<file path="src/verilog/xgmii_pkg.sv">
package xgmii_pkg;

    // byte lanes per xgmii word, lane 0 sits in the top byte
    localparam int LANES = 8;

    ////////////////////
    // control characters

    localparam logic [7:0] XGMII_IDLE  = 8'h07;  // /I/
    localparam logic [7:0] XGMII_START = 8'hFB;  // /S/
    localparam logic [7:0] XGMII_TERM  = 8'hFD;  // /T/

    ////////////////////
    // word level types

    typedef logic [8*LANES-1:0] xgmii_data_t;

    // bit 7 flags lane 0
    typedef logic [LANES-1:0] xgmii_ctrl_t;

    // byte enables, first byte in bit 7, packed from the top
    typedef logic [LANES-1:0] keep_t;

endpackage

</file>
<file path="src/verilog/eth_pkg.sv">
package eth_pkg;

    ////////////////////
    // frame format

    localparam logic [7:0] PREAMBLE_BYTE = 8'h55;
    localparam logic [7:0] SFD_BYTE      = 8'hD5;

    localparam int HEADER_BYTES = 14;  // dst + src + type
    localparam int FCS_BYTES    = 4;

    typedef logic [47:0] mac_addr_t;
    typedef logic [15:0] eth_type_t;
    typedef logic [31:0] fcs_t;
    typedef logic [15:0] len_t;

    localparam mac_addr_t BROADCAST_MAC     = 48'hFF_FF_FF_FF_FF_FF;
    localparam mac_addr_t LOCAL_MAC_DEFAULT = 48'h02_00_00_00_00_01;

    ////////////////////
    // crc-32, reflected form of 0x04C11DB7

    localparam logic [31:0] CRC32_POLY_REV = 32'hEDB8_8320;
    localparam logic [31:0] CRC32_INIT     = 32'hFFFF_FFFF;

    // one byte step, lsb of the byte goes in first
    function automatic logic [31:0] crc32_next_byte(input logic [31:0] crc,
                                                    input logic [7:0]  data);
        logic [31:0] c;
        c = crc ^ {24'd0, data};
        for (int b = 0; b < 8; b++) begin
            c = c[0] ? ((c >> 1) ^ CRC32_POLY_REV) : (c >> 1);
        end
        return c;
    endfunction

endpackage

</file>
<file path="src/verilog/frame_if.sv">
interface frame_if
    import xgmii_pkg::*, eth_pkg::*;
();

    logic        valid;
    xgmii_data_t data;   // dst mac onward, fcs removed
    keep_t       keep;   // all ones except on the last beat
    logic        last;
    fcs_t        fcs;    // received fcs in wire order, with last

    modport source (
        output valid,
        output data,
        output keep,
        output last,
        output fcs
    );

    modport sink (
        input valid,
        input data,
        input keep,
        input last,
        input fcs
    );

endinterface

</file>
<file path="src/verilog/xgmii_frame_decoder.sv">
module xgmii_frame_decoder
    import xgmii_pkg::*, eth_pkg::*;
(
    input  logic        i_clk,
    input  logic        i_rst,
    input  xgmii_data_t i_xgmii_rxd,
    input  xgmii_ctrl_t i_xgmii_rxc,
    frame_if.source     o_frame
);

    xgmii_data_t r_rxd;         // input register
    xgmii_ctrl_t r_rxc;
    xgmii_data_t r_hold;        // word held back for fcs stripping
    logic        r_run;         // r_rxd is a frame word
    logic        r_hold_run;    // r_hold is a frame word
    logic        r_hold_term;   // r_hold carries /T/
    logic [2:0]  r_hold_tpos;

    logic         start_ok;
    logic         term_hit;
    logic [2:0]   term_pos;
    logic         next_ends;
    logic         hold_data;
    logic         tail_beat;
    logic [3:0]   beat_cnt;
    logic [3:0]   fcs_idx;
    logic [127:0] pair;

    ////////////////////
    // start and end detection on the registered word

    // /S/ in lane 0, six preamble bytes, then sfd
    assign start_ok = (r_rxc == 8'h80) &&
                      (r_rxd[63:56] == XGMII_START) &&
                      (r_rxd[55:8] == {6{PREAMBLE_BYTE}}) &&
                      (r_rxd[7:0] == SFD_BYTE);

    always_comb begin
        term_hit = 1'b0;
        term_pos = '0;
        // walk down so the lowest lane wins
        for (int i = LANES - 1; i >= 0; i--) begin
            if (r_rxc[LANES-1-i] && (r_rxd[63-8*i -: 8] == XGMII_TERM)) begin
                term_hit = 1'b1;
                term_pos = 3'(i);
            end
        end
    end

    always_ff @(posedge i_clk or posedge i_rst) begin
        if (i_rst) begin
            r_rxc       <= '0;
            r_run       <= 1'b0;
            r_hold_run  <= 1'b0;
            r_hold_term <= 1'b0;
            r_hold_tpos <= '0;
        end else begin
            r_rxc       <= i_xgmii_rxc;
            r_hold_run  <= r_run;
            r_hold_term <= r_run && term_hit;
            r_hold_tpos <= term_pos;
            if (r_run && term_hit) begin
                r_run <= 1'b0;
            end else if (start_ok) begin
                r_run <= 1'b1;  // a bad preamble never opens a frame
            end
        end
    end

    always_ff @(posedge i_clk) begin
        r_rxd  <= i_xgmii_rxd;
        r_hold <= r_rxd;
    end

    ////////////////////
    // output beat from the held word

    // /T/ early in the next word, so fcs reaches back into r_hold
    assign next_ends = r_run && term_hit && (term_pos <= 3'd4);
    assign hold_data = r_hold_run && !r_hold_term;
    // /T/ late enough that data is left ahead of the fcs
    assign tail_beat = r_hold_run && r_hold_term && (r_hold_tpos > 3'd4);

    always_comb begin
        if (tail_beat) begin
            beat_cnt = {1'b0, r_hold_tpos} - 4'(FCS_BYTES);
            fcs_idx  = {1'b0, r_hold_tpos} - 4'(FCS_BYTES);
        end else begin
            beat_cnt = next_ends ? ({1'b0, term_pos} + 4'(FCS_BYTES)) : 4'd8;
            fcs_idx  = {1'b0, term_pos} + 4'(FCS_BYTES);
        end
    end

    assign pair = {r_hold, r_rxd};  // 16 bytes, fcs may straddle the boundary

    assign o_frame.valid = hold_data || tail_beat;
    assign o_frame.last  = (hold_data && next_ends) || tail_beat;
    assign o_frame.data  = r_hold;
    assign o_frame.keep  = ~(8'hFF >> beat_cnt);
    assign o_frame.fcs   = pair[8*(12 - fcs_idx) +: 32];

endmodule

</file>
<file path="src/verilog/eth_header_filter.sv">
module eth_header_filter
    import xgmii_pkg::*, eth_pkg::*;
(
    input  logic        i_clk,
    input  logic        i_rst,
    input  mac_addr_t   i_local_mac,
    input  logic        i_local_mac_valid,
    frame_if.sink       i_frame,
    output logic        o_accept,
    output xgmii_data_t o_rx_data,
    output keep_t       o_rx_keep,
    output logic        o_rx_last,
    output logic        o_rx_valid,
    output len_t        o_rx_len,
    output mac_addr_t   o_rx_src_mac,
    output eth_type_t   o_rx_type
);

    typedef enum logic [1:0] {
        BEAT_DST,      // dst mac + top of src
        BEAT_SRC,      // rest of src, type, first two payload bytes
        BEAT_PAYLOAD
    } beat_e;

    beat_e       r_beat;
    mac_addr_t   r_local_mac;
    logic        r_match;       // frame is for us
    logic        r_flush;       // leftover bytes still to send
    logic [3:0]  r_flush_cnt;
    logic [15:0] r_carry;       // last two bytes of the previous beat

    logic        dst_hit;
    logic [3:0]  in_cnt;
    logic [3:0]  out_cnt;
    logic        spill;

    assign dst_hit = (i_frame.data[63:16] == BROADCAST_MAC) ||
                     (i_frame.data[63:16] == r_local_mac);

    assign in_cnt  = 4'($countones(i_frame.keep));
    assign spill   = in_cnt > 4'd6;  // bytes 6..7 of a last beat need one more beat
    assign out_cnt = spill ? 4'd8 : (in_cnt + 4'd2);

    ////////////////////
    // control

    always_ff @(posedge i_clk or posedge i_rst) begin
        if (i_rst) begin
            r_local_mac <= LOCAL_MAC_DEFAULT;
            r_beat      <= BEAT_DST;
            r_match     <= 1'b0;
            r_flush     <= 1'b0;
            o_accept    <= 1'b0;
            o_rx_valid  <= 1'b0;
            o_rx_last   <= 1'b0;
        end else begin
            o_accept   <= 1'b0;
            o_rx_valid <= r_flush;
            o_rx_last  <= r_flush;
            r_flush    <= 1'b0;
            if (i_local_mac_valid) begin
                r_local_mac <= i_local_mac;
            end
            if (i_frame.valid) begin
                case (r_beat)
                    BEAT_DST: begin
                        r_match  <= dst_hit;
                        o_accept <= dst_hit;
                        r_beat   <= BEAT_SRC;
                    end
                    BEAT_SRC: begin
                        r_flush <= r_match && i_frame.last && spill;  // tiny payload
                        r_beat  <= BEAT_PAYLOAD;
                    end
                    default: begin
                        o_rx_valid <= r_match;
                        o_rx_last  <= r_match && i_frame.last && !spill;
                        r_flush    <= r_match && i_frame.last && spill;
                    end
                endcase
                if (i_frame.last) begin
                    r_beat <= BEAT_DST;
                end
            end
        end
    end

    ////////////////////
    // header fields and realigned payload

    always_ff @(posedge i_clk) begin
        if (r_flush) begin
            o_rx_data <= {r_carry, 48'd0};
            o_rx_keep <= ~(8'hFF >> r_flush_cnt);
            o_rx_len  <= o_rx_len + len_t'(r_flush_cnt);
        end
        if (i_frame.valid) begin
            r_carry     <= i_frame.data[15:0];
            r_flush_cnt <= in_cnt - 4'd6;
            case (r_beat)
                BEAT_DST: begin
                    o_rx_src_mac[47:32] <= i_frame.data[15:0];
                    o_rx_len            <= '0;  // new frame
                end
                BEAT_SRC: begin
                    o_rx_src_mac[31:0] <= i_frame.data[63:32];
                    o_rx_type          <= i_frame.data[31:16];
                end
                default: begin
                    o_rx_data <= {r_carry, i_frame.data[63:16]};  // shift up by six
                    o_rx_keep <= ~(8'hFF >> out_cnt);
                    o_rx_len  <= o_rx_len + len_t'(out_cnt);
                end
            endcase
        end
    end

endmodule

</file>
<file path="src/verilog/crc32_frame_check.sv">
module crc32_frame_check
    import xgmii_pkg::*, eth_pkg::*;
(
    input  logic  i_clk,
    input  logic  i_rst,
    input  logic  i_accept,
    frame_if.sink i_frame,
    output logic  o_crc_valid,
    output logic  o_crc_error
);

    logic [31:0] r_crc;
    logic        r_first;     // next beat opens a frame
    logic        r_accepted;

    logic [31:0] crc_next;
    fcs_t        crc_rx;
    logic        taken;
    logic        frame_end;

    ////////////////////
    // byte chain over one beat

    always_comb begin
        crc_next = r_first ? CRC32_INIT : r_crc;
        for (int i = 0; i < LANES; i++) begin
            if (i_frame.keep[LANES-1-i]) begin
                crc_next = crc32_next_byte(crc_next, i_frame.data[63-8*i -: 8]);
            end
        end
    end

    // first fcs byte on the wire is the crc low byte
    assign crc_rx = {i_frame.fcs[7:0], i_frame.fcs[15:8],
                     i_frame.fcs[23:16], i_frame.fcs[31:24]};

    assign frame_end = i_frame.valid && i_frame.last;
    assign taken     = r_accepted || i_accept;  // accept may land on the last beat

    always_ff @(posedge i_clk or posedge i_rst) begin
        if (i_rst) begin
            r_first     <= 1'b1;
            r_accepted  <= 1'b0;
            o_crc_valid <= 1'b0;
            o_crc_error <= 1'b0;
        end else begin
            o_crc_valid <= frame_end && taken;
            o_crc_error <= frame_end && taken && (~crc_next != crc_rx);
            if (i_frame.valid) begin
                r_first <= i_frame.last;
            end
            if (frame_end) begin
                r_accepted <= 1'b0;
            end else if (i_accept) begin
                r_accepted <= 1'b1;
            end
        end
    end

    always_ff @(posedge i_clk) begin
        if (i_frame.valid) begin
            r_crc <= crc_next;
        end
    end

endmodule

</file>
<file path="src/verilog/ten_gig_mac_rx.sv">
module ten_gig_mac_rx
    import xgmii_pkg::*, eth_pkg::*;
(
    input  logic        i_clk,
    input  logic        i_rst,
    input  xgmii_data_t i_xgmii_rxd,
    input  xgmii_ctrl_t i_xgmii_rxc,
    input  mac_addr_t   i_local_mac,
    input  logic        i_local_mac_valid,
    output xgmii_data_t o_rx_data,
    output keep_t       o_rx_keep,
    output logic        o_rx_last,
    output logic        o_rx_valid,
    output len_t        o_rx_len,
    output mac_addr_t   o_rx_src_mac,
    output eth_type_t   o_rx_type,
    output logic        o_crc_valid,
    output logic        o_crc_error
);

    logic w_accept;  // filter kept the frame

    frame_if frame_bus ();

    xgmii_frame_decoder xgmii_frame_decoder_inst (
        .i_clk       (i_clk),
        .i_rst       (i_rst),
        .i_xgmii_rxd (i_xgmii_rxd),
        .i_xgmii_rxc (i_xgmii_rxc),
        .o_frame     (frame_bus.source)
    );

    eth_header_filter eth_header_filter_inst (
        .i_clk             (i_clk),
        .i_rst             (i_rst),
        .i_local_mac       (i_local_mac),
        .i_local_mac_valid (i_local_mac_valid),
        .i_frame           (frame_bus.sink),
        .o_accept          (w_accept),
        .o_rx_data         (o_rx_data),
        .o_rx_keep         (o_rx_keep),
        .o_rx_last         (o_rx_last),
        .o_rx_valid        (o_rx_valid),
        .o_rx_len          (o_rx_len),
        .o_rx_src_mac      (o_rx_src_mac),
        .o_rx_type         (o_rx_type)
    );

    crc32_frame_check crc32_frame_check_inst (
        .i_clk       (i_clk),
        .i_rst       (i_rst),
        .i_accept    (w_accept),
        .i_frame     (frame_bus.sink),
        .o_crc_valid (o_crc_valid),
        .o_crc_error (o_crc_error)
    );

endmodule

</file>
<file path="config.mk">
export PLATFORM = sky130hd
export DESIGN_NAME = ten_gig_mac_rx
export DESIGN_NICKNAME = d
export VERILOG_FILES = /design/src/verilog/xgmii_pkg.sv /design/src/verilog/eth_pkg.sv /design/src/verilog/frame_if.sv /design/src/verilog/xgmii_frame_decoder.sv /design/src/verilog/eth_header_filter.sv /design/src/verilog/crc32_frame_check.sv /design/src/verilog/ten_gig_mac_rx.sv
export SDC_FILE = /design/constraint.sdc
export NUM_CORES = 1
export LEC_CHECK = 0
export BUFFER_PORTS_ARGS = -buffer_cell sky130_fd_sc_hd__buf_2
export CAP_MARGIN = 40
export CORE_MARGIN = 10
export CORE_UTILIZATION = 53
export CTS_CLUSTER_DIAMETER = 150
export DETAILED_ROUTE_END_ITERATION = 8
export PLACE_DENSITY_LB_ADDON = 0.3
export SLEW_MARGIN = 20
export SYNTH_ARGS = -nofsm -noshare
export SYNTH_HDL_FRONTEND = slang
export SYNTH_SLANG_ARGS = --single-unit
</file>
<file path="constraint.sdc">
create_clock -name i_clk -period 29.9 [get_ports i_clk]
set_input_delay 1.495 -clock i_clk [delete_from_list [all_inputs] [get_ports i_clk]]
set_output_delay 1.495 -clock i_clk [all_outputs]
set_load 0.01 [all_outputs]
</file>
==> reports/results.md <==
## Synthesis
* 31.3% — sequential fraction of the synthesis area
* 3233 — Post-Syn Instances
* 0 — count of warnings emitted by yosys
* 116 — number of distinct library cells after synthesis
* 3376 — net count after synthesis
* dfxtp_1 — Synth area leader
* 30800 um2 — netlist area before placement
* 405 — register bit total from synthesis
* 14.1% — fraction of post-synthesis cell area in the top cell type by area
* 18.0% — Async S/R FF share, synth
* dfxtp_1 — dominant synthesized flop cell
* 9.52 um2 — Avg Inst Size Synth
* dfxtp_1, edfxtp_1, xnor2_1 — top post-synthesis cells by area
* 116 — EDFF count, synth

## STA
* 0 — Setup-failing EPs final
* 0 — Final Hold Fails
* false — RSZ-0062 raised after global routing
* 0 — max-slew violation count
* 0.0279 ns — Clock Skew
* 36.4% — Max-slew headroom
* 0.0823 GHz — FMAX
* 12.15 ns — final critical delay including setup and external delays
* 0.953 ns — Tightest Pin Transition
* 40.6% — crit share post-route
* 0 ns — Final TNS setup

## Drt
* 6.38 — post-detailed-route via-to-cell ratio
* 120000 um — WL final
* 0 — number of routed nets with antenna violations
* 6 — number of optimization iterations in the first detailed-route pass
* 27000 — total number of vias
* 0 — number of design rule violations left after detail routing
* 28.2 um — routed length per instance
* 3656 — violation count after the first detailed-route iteration

## Setup path
* crc32_frame_check_inst.r_first — first element of the critical path
* crc32_frame_check_inst.o_crc_error — crit path to
* 1.09 ns — stage delay of the slowest cell on the critical path
* 12.62 ns — arrival time of data at the critical path endpoint
* xor2_1 — most used cell, CP
* 30.37 ns — data required time at the worst endpoint
* crc32_frame_check_inst.r_first — beginning of the worst register-to-register path
* dfstp_2 — Crit-path slowest cell
* flip-flop to flip-flop — critical path class
* flip-flop — sort of element at the end of the critical path
* crc32_frame_check_inst.o_crc_error — endpoint of the worst-slack reg-to-reg timing path
* 30 — number of cells on the worst reg-to-reg path
* 17.75 ns — r2r setup slk
* flip-flop — Critical Path Source Type
* 52 — critical path fanouts, max

## Clocking
* 0 — # resized after CTS
* clkbuf_16 — root cell of the clock tree
* 0.61 ns — clock insertion delay at the later pin of the skew report
* 43 — clock buffer count from CTS
* 2 — Max H-tree Level
* 0.07 ns — clock slew at the register clock pins of the worst setup and hold paths
* 3 — Max Buffers Root-to-Sink
* 0 — total of hold buffers inserted after clock tree synthesis
* 0 — number of setup buffers added after CTS
* 405 — clock tree sinks
* yes — CTS tree

## Die
* 279 — Boundary Pins
* 53.4% — initial cell density of the core
* 261 um — die height
* 261 um — x dimension of the die
* 57600 um2 — Placeable Area
* 88 — cell row count
* 68100 um2 — area of the die

## GRT
* 67 — largest net degree at the start of global routing
* 25700 — via count of the first global-routing pass
* 34.2% — All-Layer GR Usage
* 6 — initial antenna violation count
* 0 — global route total overflow
* 173000 um — wire length of the first global-routing pass

## Layout
* 12.3% — signed area change from the synthesized netlist to the final layout
* 3574 — total number of nets in the final design
* 20.1% — layout cell share with drive strength beyond 1

## Placed design
* 278 — quantity of I/O buffers inserted on ports
* 91400 um — DP Wirelength
* 1.05 — final weighted congestion of routability-driven global placement

## Hold path
* flip-flop to flip-flop — path class of the lowest-slack min-delay path

## Status
* complete, no violations — outcome

## Job
* 0 — maximum capacitance violations

==> worst min path at each step <==
stage / start / cells after the start / endpoint / slack (ns)
6_report: xgmii_frame_decoder_inst.r_rxd[7] / 0 / xgmii_frame_decoder_inst.o_frame.data[7] / 0.38
5_1_grt: xgmii_frame_decoder_inst.r_rxd[7] / 0 / xgmii_frame_decoder_inst.o_frame.data[7] / 0.39
4_1_cts: xgmii_frame_decoder_inst.r_rxd[7] / 0 / xgmii_frame_decoder_inst.o_frame.data[7] / 0.38
3_5_place_dp: xgmii_frame_decoder_inst.r_rxd[7] / 0 / xgmii_frame_decoder_inst.o_frame.data[7] / 0.37
3_3_place_gp: xgmii_frame_decoder_inst.r_rxd[7] / 0 / xgmii_frame_decoder_inst.o_frame.data[7] / 0.37
2_1_floorplan: xgmii_frame_decoder_inst.r_rxd[0] / 0 / xgmii_frame_decoder_inst.o_frame.data[0] / 0.34
==> through the flow <==
| stage | hold slack [ns] | instances | area [um2] | setup WS, ns | util, % |
|---|---|---|---|---|---|
| final | 0.381 | 4237 | 34500 | 17.75 | 60.0 |
| after global routing | 0.388 | 4234 | 34500 | 17.02 | 60.0 |
| after CTS | 0.379 | 4230 | 34500 | 17.89 | 60.0 |
| after detailed placement | 0.370 | 4150 | 33100 | 17.99 | 57.5 |
| after global placement | 0.368 | 4131 | 32900 | 18.14 | 57.1 |
| after floorplan | 0.339 | 3233 | 30800 | 20.18 | - |
==> synthesized netlist by cell type, types with 19 or more instances <==
cell,n
xnor2_1,389
nand2_1,388
nor2_1,223
dfxtp_1,216
a21oi_1,153
xor2_1,150
clkbuf_1,144
edfxtp_1,116
mux2i_1,114
o21ai_0,114
mux2_2,76
dfrtp_1,70
xnor3_1,66
nor3_1,60
nand3b_1,58
nand3_1,52
nand4_1,51
mux4_2,49
buf_1,43
inv_1,41
and3_1,40
a211oi_1,35
a31oi_1,33
nor4_1,31
o211ai_1,29
buf_2,24
and2_1,22
nand2b_1,21
nor2b_1,21
or3_1,21
o21a_1,19
xnor2_2,19
==> placed cells by master, fill, tap and decap left out, types with 114 or more instances in the layout <==
| cell type | count |
|---|---|
| a21oi_1 | 153 |
| buf_2 | 283 |
| nor2_1 | 218 |
| nand2_1 | 387 |
| dfxtp_1 | 216 |
| xnor2_1 | 388 |
| edfxtp_1 | 116 |
| xor2_1 | 149 |
| mux2i_1 | 114 |
| o21ai_0 | 114 |
==> cell type report <==
class                      instances  area (um2)
multi-input combinational       2560       20100
antenna                            6        15.0
fill                            4939       23000
clock buffer                      57        1180
sequential                       405        9640
timing repair buffer             377        2210
inverter                          44         168
clock inverter                    23         248
tap                              765         957
==> worst max-delay path: cells and delay by family, from the launching register on <==
kind / cells / cell delay (ns)
AOI/OAI and AO/OA: 5 / 1.63
and+or+nand+nor: 7 / 2.40
DFF: 1 / 1.09
xor gates and xnor gates: 14 / 5.33
muxes: 3 / 1.29
buffers and inverters: 1 / 0.28
==> per-layer routing <==
metal / GRT usage [%] / vias to the layer above / wire [um]
met3: 8.61 / 396 / 14800
met5: 0 / - / 0
met2: 52.0 / 1903 / 52100
met1: 43.2 / 12800 / 44100
met4: 21.3 / 0 / 8600
li1: - / 11900 / -
==> registers in the layout, summed over array words and instances (netlist names), 4 cells and up <==
register,cells
crc32_frame_check_inst.r_crc,32
eth_header_filter_inst.o_rx_data,64
eth_header_filter_inst.o_rx_keep,8
eth_header_filter_inst.o_rx_len,16
eth_header_filter_inst.o_rx_src_mac,48
eth_header_filter_inst.o_rx_type,16
eth_header_filter_inst.r_carry,16
eth_header_filter_inst.r_flush_cnt,4
eth_header_filter_inst.r_local_mac,48
xgmii_frame_decoder_inst.o_frame.data,64
xgmii_frame_decoder_inst.r_rxc,8
xgmii_frame_decoder_inst.r_rxd,64
==> cells by family (layout without fill, tap and decap cells) <==
| logic type | Yosys count | after routing | synth area share (%) |
|---|---|---|---|
| buffers and inverters | 268 | 501 | 3.58 |
| muxes | 253 | 253 | 10.9 |
| adders and majority gates | 20 | 20 | 0.960 |
| other | 1 | 7 | 0.0122 |
| DFF | 405 | 405 | 31.3 |
| xor gates and xnor gates | 664 | 664 | 24.2 |
| and+or+nand+nor | 1057 | 1057 | 16.9 |
| AOI/OAI and AO/OA | 565 | 565 | 12.1 |
Power is left out: the tool's default activity adds up to more than one toggle a clock period on the data nets, which glitch-free logic cannot reach.
